`config.mk`:
```
export PLATFORM = sky130hd
export DESIGN_NAME = calculator_top
export DESIGN_NICKNAME = d
export VERILOG_FILES = /design/src/calc_pkg.sv /design/src/serial_add_sub.sv /design/src/seq_multiplier.sv /design/src/calc_controller.sv /design/src/calculator_top.sv
export SDC_FILE = /design/constraint.sdc
export NUM_CORES = 1
export LEC_CHECK = 0
export ABC_AREA = 1
export BUFFER_PORTS_ARGS = -buffer_cell sky130_fd_sc_hd__buf_2
export CORE_AREA = 2 2 162 164
export CTS_BUF_LIST = sky130_fd_sc_hd__clkbuf_4 sky130_fd_sc_hd__clkbuf_8 sky130_fd_sc_hd__clkbuf_16
export DETAILED_ROUTE_END_ITERATION = 7
export DIE_AREA = 0 0 164 166
export GPL_TIMING_DRIVEN = 0
export SETUP_SLACK_MARGIN = 0.3
export SKIP_CTS_REPAIR_TIMING = 1
export SLEW_MARGIN = 20
export SYNTH_ARGS = -nofsm -noshare
export SYNTH_HDL_FRONTEND = slang
export SYNTH_SLANG_ARGS = --single-unit
```
`constraint.sdc`:
```
create_clock -name clk -period 2.9 [get_ports clk]
set_input_delay 0.29 -clock clk [delete_from_list [all_inputs] [get_ports clk]]
set_output_delay 0.29 -clock clk [all_outputs]
set_load 0.02 [all_outputs]
```
`src/calc_pkg.sv`:
```
// Calculator data widths, operator codes, entry constants and FSM state types
package calc_pkg;

    localparam int DATA_W  = 16;
    localparam int DIGIT_W = 4;
    localparam int OP_W    = 3;

    typedef logic [DATA_W-1:0]  data_t;
    typedef logic [DIGIT_W-1:0] digit_t;
    typedef logic [OP_W-1:0]    op_t;

    // One-hot operator keys
    localparam op_t OP_ADD = 3'b001;
    localparam op_t OP_SUB = 3'b010;
    localparam op_t OP_MUL = 3'b100;

    // Each new digit scales the running operand by ten
    localparam data_t DIGIT_BASE = DATA_W'(10);

    // Serial adder works a nibble at a time
    localparam int NIBBLE_W = 4;
    localparam int NIBBLES  = DATA_W / NIBBLE_W;
    localparam int PASS_W   = $clog2(NIBBLES);

    // One shift-and-add step per multiplier bit
    localparam int MULT_STEPS = DATA_W;
    localparam int STEP_W     = $clog2(MULT_STEPS);

    typedef enum logic [3:0] {
        ENTER_OP1,
        SCALE_OP1,
        ADD_DIGIT1,
        ENTER_OP2,
        SCALE_OP2,
        ADD_DIGIT2,
        START_CALC,
        WAIT_CALC,
        SHOW_RESULT
    } ctrl_state_t;

    typedef enum logic [1:0] {
        IDLE,
        RUN,
        DONE
    } mult_state_t;

endpackage

```
`src/serial_add_sub.sv`:
```
// Nibble-serial adder/subtractor with start/finish handshake
module serial_add_sub import calc_pkg::*; (
    input  logic  clk,
    input  logic  nRST,
    input  data_t a,
    input  data_t b,
    input  logic  sub,
    input  logic  start,
    output data_t sum,
    output logic  finish
);

    data_t             a_q;
    data_t             b_q;
    logic              carry;
    logic              running;
    logic [PASS_W-1:0] pass_cnt;
    logic [NIBBLE_W:0] nib_sum;

    // Lowest remaining nibble plus the carry from the previous pass
    assign nib_sum = {1'b0, a_q[NIBBLE_W-1:0]} + {1'b0, b_q[NIBBLE_W-1:0]}
                   + (NIBBLE_W+1)'(carry);

    always_ff @(posedge clk or negedge nRST) begin
        if (!nRST) begin
            running  <= 1'b0;
            pass_cnt <= '0;
            finish   <= 1'b0;
        end else begin
            finish <= 1'b0;
            if (start && !running) begin
                running  <= 1'b1;
                pass_cnt <= '0;
            end else if (running) begin
                pass_cnt <= pass_cnt + 1'b1;
                if (pass_cnt == PASS_W'(NIBBLES - 1)) begin
                    running <= 1'b0;
                    finish  <= 1'b1;
                end
            end
        end
    end

    always_ff @(posedge clk) begin
        if (start && !running) begin
            // Two's complement subtract: inverted b and carry-in of one
            a_q   <= a;
            b_q   <= sub ? ~b : b;
            carry <= sub;
        end else if (running) begin
            a_q   <= a_q >> NIBBLE_W;
            b_q   <= b_q >> NIBBLE_W;
            carry <= nib_sum[NIBBLE_W];
            sum   <= {nib_sum[NIBBLE_W-1:0], sum[DATA_W-1:NIBBLE_W]};
        end
    end

endmodule

```
`src/seq_multiplier.sv`:
```
// Shift-and-add 16x16 multiplier returning the low 16 bits of the product
module seq_multiplier import calc_pkg::*; (
    input  logic  clk,
    input  logic  nRST,
    input  data_t a,
    input  data_t b,
    input  logic  start,
    output data_t product,
    output logic  finish
);

    mult_state_t       state;
    data_t             mcand;
    data_t             mplier;
    logic [STEP_W-1:0] step_cnt;

    assign finish = (state == DONE);

    always_ff @(posedge clk or negedge nRST) begin
        if (!nRST) begin
            state    <= IDLE;
            step_cnt <= '0;
        end else begin
            case (state)
                IDLE: begin
                    if (start) begin
                        state    <= RUN;
                        step_cnt <= '0;
                    end
                end
                RUN: begin
                    step_cnt <= step_cnt + 1'b1;
                    if (step_cnt == STEP_W'(MULT_STEPS - 1)) begin
                        state <= DONE;
                    end
                end
                DONE: begin
                    state <= IDLE;
                end
                default: begin
                    state <= IDLE;
                end
            endcase
        end
    end

    // Multiplicand moves left, multiplier right, one bit per step
    always_ff @(posedge clk) begin
        if (state == IDLE && start) begin
            mcand   <= a;
            mplier  <= b;
            product <= '0;
        end else if (state == RUN) begin
            if (mplier[0]) begin
                // Upper bits fall off here, so the result wraps
                product <= product + mcand;
            end
            mcand  <= mcand << 1;
            mplier <= mplier >> 1;
        end
    end

endmodule

```
`src/calc_controller.sv`:
```
// Keypad entry FSM driving the multiplier, the adder/subtractor and the display
module calc_controller import calc_pkg::*; (
    input  logic   clk,
    input  logic   nRST,
    input  digit_t keypad_input,
    input  logic   read_input,
    input  op_t    operator_input,
    input  logic   equal_input,
    input  data_t  mult_product,
    input  logic   mult_finish,
    input  data_t  addsub_sum,
    input  logic   addsub_finish,
    output data_t  mult_a,
    output data_t  mult_b,
    output logic   mult_start,
    output data_t  addsub_a,
    output data_t  addsub_b,
    output logic   addsub_sub,
    output logic   addsub_start,
    output data_t  display_output,
    output logic   complete,
    output logic   busy
);

    ctrl_state_t state;
    ctrl_state_t state_next;
    data_t       operand1;
    data_t       operand2;
    digit_t      digit_q;
    op_t         op_q;
    logic        op_valid;
    logic        use_mult;
    logic        calc_done;
    data_t       digit_ext;
    data_t       entered;
    data_t       result;

    assign op_valid = (operator_input == OP_ADD) || (operator_input == OP_SUB)
                   || (operator_input == OP_MUL);
    assign use_mult  = (op_q == OP_MUL);
    assign calc_done = use_mult ? mult_finish : addsub_finish;
    assign result    = use_mult ? mult_product : addsub_sum;

    // Scaled operand plus the latched digit
    assign digit_ext = data_t'(digit_q);
    assign entered   = ((state == ADD_DIGIT1) ? operand1 : operand2) + digit_ext;

    // Keys are only taken in the two entry states
    assign busy = (state != ENTER_OP1) && (state != ENTER_OP2);

    always_comb begin
        state_next = state;
        case (state)
            ENTER_OP1: begin
                if (read_input) begin
                    state_next = SCALE_OP1;
                end else if (op_valid) begin
                    state_next = ENTER_OP2;
                end
            end
            SCALE_OP1: begin
                if (mult_finish) begin
                    state_next = ADD_DIGIT1;
                end
            end
            ADD_DIGIT1: state_next = ENTER_OP1;
            ENTER_OP2: begin
                if (read_input) begin
                    state_next = SCALE_OP2;
                end else if (equal_input) begin
                    state_next = START_CALC;
                end
            end
            SCALE_OP2: begin
                if (mult_finish) begin
                    state_next = ADD_DIGIT2;
                end
            end
            ADD_DIGIT2: state_next = ENTER_OP2;
            START_CALC: state_next = WAIT_CALC;
            WAIT_CALC: begin
                if (calc_done) begin
                    state_next = SHOW_RESULT;
                end
            end
            SHOW_RESULT: state_next = ENTER_OP1;
            default:     state_next = ENTER_OP1;
        endcase
    end

    always_ff @(posedge clk or negedge nRST) begin
        if (!nRST) begin
            state          <= ENTER_OP1;
            operand1       <= '0;
            operand2       <= '0;
            op_q           <= OP_ADD;
            display_output <= '0;
            complete       <= 1'b0;
            mult_start     <= 1'b0;
            addsub_start   <= 1'b0;
        end else begin
            state        <= state_next;
            complete     <= 1'b0;
            mult_start   <= 1'b0;
            addsub_start <= 1'b0;
            case (state)
                ENTER_OP1: begin
                    if (read_input) begin
                        mult_start <= 1'b1;
                    end else if (op_valid) begin
                        op_q <= operator_input;
                    end
                end
                ENTER_OP2: begin
                    if (read_input) begin
                        mult_start <= 1'b1;
                    end
                end
                SCALE_OP1: begin
                    if (mult_finish) begin
                        operand1 <= mult_product;
                    end
                end
                SCALE_OP2: begin
                    if (mult_finish) begin
                        operand2 <= mult_product;
                    end
                end
                ADD_DIGIT1: begin
                    operand1       <= entered;
                    display_output <= entered;
                end
                ADD_DIGIT2: begin
                    operand2       <= entered;
                    display_output <= entered;
                end
                START_CALC: begin
                    if (use_mult) begin
                        mult_start <= 1'b1;
                    end else begin
                        addsub_start <= 1'b1;
                    end
                end
                SHOW_RESULT: begin
                    display_output <= result;
                    complete       <= 1'b1;
                    // Next calculation starts from zero
                    operand1       <= '0;
                    operand2       <= '0;
                end
                default: begin
                end
            endcase
        end
    end

    // Unit operands, loaded together with their start pulse
    always_ff @(posedge clk) begin
        case (state)
            ENTER_OP1: begin
                if (read_input) begin
                    digit_q <= keypad_input;
                    mult_a  <= operand1;
                    mult_b  <= DIGIT_BASE;
                end
            end
            ENTER_OP2: begin
                if (read_input) begin
                    digit_q <= keypad_input;
                    mult_a  <= operand2;
                    mult_b  <= DIGIT_BASE;
                end
            end
            START_CALC: begin
                if (use_mult) begin
                    mult_a <= operand1;
                    mult_b <= operand2;
                end else begin
                    addsub_a   <= operand1;
                    addsub_b   <= operand2;
                    addsub_sub <= (op_q == OP_SUB);
                end
            end
            default: begin
            end
        endcase
    end

endmodule

```
`src/calculator_top.sv`:
```
// Calculator top level joining the controller, adder/subtractor and multiplier
module calculator_top import calc_pkg::*; (
    input  logic   clk,
    input  logic   nRST,
    input  digit_t keypad_input,
    input  logic   read_input,
    input  op_t    operator_input,
    input  logic   equal_input,
    output data_t  display_output,
    output logic   complete,
    output logic   busy
);

    data_t mult_a;
    data_t mult_b;
    data_t mult_product;
    logic  mult_start;
    logic  mult_finish;
    data_t addsub_a;
    data_t addsub_b;
    data_t addsub_sum;
    logic  addsub_sub;
    logic  addsub_start;
    logic  addsub_finish;

    calc_controller u_ctrl (
        .clk            (clk),
        .nRST           (nRST),
        .keypad_input   (keypad_input),
        .read_input     (read_input),
        .operator_input (operator_input),
        .equal_input    (equal_input),
        .mult_product   (mult_product),
        .mult_finish    (mult_finish),
        .addsub_sum     (addsub_sum),
        .addsub_finish  (addsub_finish),
        .mult_a         (mult_a),
        .mult_b         (mult_b),
        .mult_start     (mult_start),
        .addsub_a       (addsub_a),
        .addsub_b       (addsub_b),
        .addsub_sub     (addsub_sub),
        .addsub_start   (addsub_start),
        .display_output (display_output),
        .complete       (complete),
        .busy           (busy)
    );

    serial_add_sub u_addsub (
        .clk    (clk),
        .nRST   (nRST),
        .a      (addsub_a),
        .b      (addsub_b),
        .sub    (addsub_sub),
        .start  (addsub_start),
        .sum    (addsub_sum),
        .finish (addsub_finish)
    );

    seq_multiplier u_mult (
        .clk     (clk),
        .nRST    (nRST),
        .a       (mult_a),
        .b       (mult_b),
        .start   (mult_start),
        .product (mult_product),
        .finish  (mult_finish)
    );

endmodule

```
Word-level counts from Yosys, hierarchy flattened
Cells that the tools add are included.
Word-level totals
  flip-flop bits (word level): 234
  input bits: 11
  output and inout port bits: 18
Operators by class
  muxes and demuxes: 52
  reductions and logical operators: 31
  bitwise operators: 4
  equal/unequal tests: 29
  add/subtract/negate cells: 6
Operators with widths (number)
  16-bit two-way mux: 17
  16-bit one-hot mux with 3 select lines: 3
  16-bit one-hot mux with 2 select lines: 2
  4-bit two-way mux: 8
  4-bit one-hot mux with 7 select lines: 1
  16-bit adder: 1
  16-bit by 4-bit adder with 16-bit output: 1
  4-bit by 3-bit equality test with 1-bit output (second input constant): 4
  16-bit inverter: 1
  2-bit AND reduction: 8
  1-bit two-way mux: 14
  2-bit by 1-bit != test with 1-bit output (second input constant): 6
  2-bit nonzero test: 5
  3-bit nonzero test: 3
  4-bit by 2-bit equality test with 1-bit output (second input constant): 2
  4-bit equality test (second input constant): 2
  2-bit two-way mux: 4
  4-bit one-hot mux with 2 select lines: 1
  3-bit by 2-bit equality test with 1-bit output (second input constant): 2
  3-bit equality test (second input constant): 2
  2-bit != test (second input constant): 3
  3-bit AND reduction: 2
  4-bit by 4-bit adder with 5-bit output: 1
  5-bit by 1-bit adder with 5-bit output: 1
  21 further kinds: 28

Longest topological paths before layout
  depth in word-level cells: 6
  mapped depth: 20
  mapped depth without buffers: 18

Cells and area by module
Synthesis repeated with hierarchy kept, for this count alone.
Second synthesis, totals
  cells, all modules: 1277
  area total of the unflattened synthesis: 11547.3 µm²
By module, submodules not included
  calc_controller: area an instance 6045.8 µm², cells an instance 659, times used 1, sequential area each 3524.6 µm²
  seq_multiplier: area an instance 3173.0 µm², cells an instance 424, times used 1, sequential area each 1431.4 µm²
  serial_add_sub: area an instance 2328.5 µm², cells an instance 194, times used 1, sequential area each 1571.5 µm²

Worst setup path before layout
No wires, ideal clock.
  path type: flip-flop to flip-flop
  start: reg u_ctrl.state[2]
  end: reg u_ctrl.addsub_a[0] (enable)
  data arrival time: 2.790 ns
  clock period less this slack: 3.215 ns
  path slack: -0.315 ns
  cell stages (with the launch flop): 8
  cell sequence: dfrtp_1 inv_2 nor2_1 inv_2 nor2_1 clkinv_1 clkbuf_1 nor2_1
Between the ends
  word-level cells in the longest chain between the ends: 2
Ends and longest elaborated chain
  start: declaration: RTL line calc_controller.sv:25  | ctrl_state_t state;
  start signal: assignment: RTL line calc_controller.sv:102  | state <= state_next;
  4-bit by 3-bit equality test with 1-bit output: RTL line calc_controller.sv:159  | case (state)
  2-bit AND reduction (no source line)
  end signal: assignment: RTL line calc_controller.sv:179  | addsub_a <= operand1;
  end: declaration: RTL line calc_controller.sv:16  | output data_t addsub_a,
Every way passes these cells.
A chain may end at the register's enable or synchronous reset.

Worst setup path after layout
  start: reg u_ctrl.state[0]
  end: reg u_ctrl.display_output[12]
Between the ends
  word-level cells in the longest chain between the ends: 4
  elaborated cells on any way between the ends: 8
  those cells by class: add/sub (1); eq/ne (3); mux (2); reduce/logical (2)
Ends and longest elaborated chain
  4-bit by 2-bit equality test with 1-bit output: RTL line calc_controller.sv:46, calc_controller.sv:106
  16-bit two-way mux: RTL line calc_controller.sv:46  | assign entered = ((state == ADD_DIGIT1) ? operand1 : operand2) + digit_ext;
  16-bit by 4-bit adder with 16-bit output: RTL line calc_controller.sv:46
  16-bit one-hot mux with 2 select lines: RTL line calc_controller.sv:106  | case (state)
  end signal: assignment: RTL line calc_controller.sv:131  | display_output <= entered;
  end signal: assignment: RTL line calc_controller.sv:135  | display_output <= entered;
  end signal: assignment: RTL line calc_controller.sv:145  | display_output <= result;
  end: declaration: RTL line calc_controller.sv:20  | output data_t display_output,
Parallel ways exist; a longest one is shown, timed or not.

==> metrics <==
status finished with violations; failing checks setup timing; most frequent cell on the critical path nand2_1; Die Area ~27000 um^2; top cell type's share of synthesized area 0.399; most common cell after layout, fill and taps aside nand2_1; Worst setup EP type flip-flop; chip height between 150 and 200 um; Initial DRC Count 719; Max H-tree Level 1; Std-Cell Rows roughly 60; DP Cell Count ~1.6k; Worst Skew ~0.024 ns; crit path kind reg2reg; Pins Over Slew Limit 0; Worst path max stage delay about 0.45 ns; Placeable Area 25600 um^2; Crit Reg-Reg Startpoint u_ctrl.state[0]; die width ~160 um; FF-to-FF path depth 19; DP Area between 10000 and 15000 um^2; area occupied by multi-input gates between 4000 and 5000 um^2; vias per cell approximately 5.3; crit-path cells inv_2 -> nand2_4 -> nor2_4 -> buf_6 -> buf_8 -> nand2_4 -> o21ai_2 -> ha_2 -> inv_2 -> fa_2 -> nand3b_1 -> nand2_2 -> nand3_4 -> nor2_4 -> nand4_1 -> nand2_1 -> nand2_1 -> nand2_1 -> nand2_1; CP Max Fanout 7; Hold Path Class in2reg; synthesis-stage register bit count approximately 230; Synth area leader edfxtp_1; final instance area between 10000 and 15000 um^2; final HPWL from detailed placement ~22000 um; Post-Syn Nets between 1k and 1.5k; GRT Util Overall 0.220; port buffer count 28; Buf/Inv on CP 4; Synthesis Warnings 0; sum of negative setup slack -0.756 ns; Storage cell area between 6000 and 7000 um^2; CP Launch Type flip-flop; initial antenna violation count 0; Remaining DRCs 0; CTS tree built; Synth area leaders edfxtp_1, dfrtp_1, nand2_1, inv_1, o21ai_0; Clock Tree Buf Depth 3; CP Launch Point u_ctrl.state[0]; CP delay by family, top simple AND/OR/NAND/NOR gates; Routed Wire Length approximately 30000 um; Final GP Congestion between 0.9 and 1; max-cap violations 0; Mean Syn Cell Area between 9 and 10 um^2; ant diodes 0; vias roughly 8.6k; Initial Util 0.441; R2R Setup Slk -0.11 ns; CP arrival around 3.4 ns; Final Non-Filler Cells 1627; most frequent cells in the layout nand2_1, edfxtp_1, inv_1; Critical Path Stages 19; CP max-delay cell dfrtp_2; CTS clk-pin slew, worst paths 0.06 ns; global-route wire length before repair between 40000 and 50000 um; clk sinks between 200 and 250; worst slew pin tran between 0.9 and 1 ns; pin count of the biggest net entering global routing 40; fraction of layout cells with a size suffix above 1 0.176; vias in the first global route just over 8k; Required @ worst endpoint between 3 and 4 ns; grt total ovfl 0; area grow syn2layout 18.2%; sequential area share after synthesis 0.578; clock root cell clkbuf_16; Fmax 0.332 GHz; Tmin final 3.01 ns; Worst-Skew Late Latency approximately 0.54 ns; total CTS buffers 26; Final Setup Violations 11; # IOs 29; Final ANT Viol Nets 0; Worst setup endpoint u_ctrl.display_output[12]; final net count 1312; fill count 2301; setup repair after global routing missed its margin yes; relative slew slack 0.353; worst setup margin -0.108 ns; Final Hold Vio Count 0; Final period util 1.04; RR Endpoint u_ctrl.display_output[12]; Mapped Cells approximately 1.2k; 1st-pass router iterations 5; Post-Syn Area between 10000 and 15000 um^2; synth unique cells 50; post-DR wirelength/cell 18.6 um
==> stage by stage <==
stage,setup slack [ns],hold slack [ns],util
6_report,-0.108,0.0387,0.522
5_1_grt,-0.230,0.0746,0.522
4_1_cts,-0.347,-0.295,0.501
3_5_place_dp,-0.322,0.265,0.467
3_3_place_gp,-0.337,0.430,0.464
2_1_floorplan,0.244,-0.00559,-
==> per-layer routing <==
metal,up-vias,GRT usage,part of all wire
li1,4130,-,-
met1,4111,0.311,0.45
met2,272,0.340,0.45
met3,67,0.0385,0.059
met4,0,0.0850,0.038
met5,-,0,0
==> cells by family (layout without fill, tap and decap cells) <==
logic type	Yosys count	in the layout	synth area share
AO/OA/AOI/OAI	194	194	0.0964
XOR/XNOR	32	32	0.0255
adder cells (fa/ha/maj)	29	29	0.0348
buffers and inverters	162	269	0.0575
flip-flops	234	234	0.578
multiplexers	14	14	0.0138
AND/OR/NAND/NOR	519	520	0.195
==> final cells by class <==
class                   instances  area share
inverters                     121      0.0344
flip-flops and latches        234       0.489
repair buffers                 59      0.0338
plain buffers                  41      0.0156
multi-input cells             789       0.330
well taps                     335      0.0314
clock buffers                  38      0.0590
clock inverters                10     0.00712
==> how the worst min path moves through the flow <==
stage                                 start         endpoint  slack [ns]  cells past startpoint
after floorplan                        nRST  u_addsub.finish      -0.006                      0
after global placement      u_addsub.sum[9]  u_addsub.sum[5]        0.43                      0
after detailed placement               nRST  u_ctrl.state[1]        0.27                      1
after CTS                              nRST  u_ctrl.state[1]       -0.29                      1
after global routing      operator_input[0]   u_ctrl.op_q[0]        0.07                      3
final                     operator_input[0]   u_ctrl.op_q[0]        0.04                      3
==> worst register-to-register path: cells and delay by family (launching register included) <==
kind	cells	cell delay, ns
adder cells (fa/ha/maj)	2	0.55
flip-flops	1	0.45
AO/OA/AOI/OAI	1	0.06
buffers and inverters	4	0.41
AND/OR/NAND/NOR	12	1.45
==> synthesized netlist by cell type (all sizes together) <==
| master | number |
|---|---|
| nor3b | 1 |
| nand3b | 1 |
| xnor2 | 20 |
| o21ai | 80 |
| a22oi | 8 |
| a21o | 4 |
| a21boi | 1 |
| inv | 117 |
| dfrtp | 67 |
| nand4 | 9 |
| nand2 | 333 |
| dfxtp | 16 |
| nor3 | 6 |
| or2 | 4 |
| a22o | 2 |
| o21bai | 9 |
| fa | 4 |
| buf | 13 |
| xor2 | 12 |
| o22a | 1 |
| edfxtp | 150 |
| o31ai | 2 |
| a31oi | 3 |
| nand3 | 69 |
| o22ai | 9 |
| nor2 | 96 |
| ha | 25 |
| clkbuf | 28 |
| o211ai | 6 |
| dfstp | 1 |
| a21oi | 68 |
| clkinv | 4 |
| mux2 | 13 |
| a211oi | 1 |
| mux2i | 1 |
Power is not shown: default switching activity piles up to over one toggle a cycle in this logic, so the estimate is an artifact.
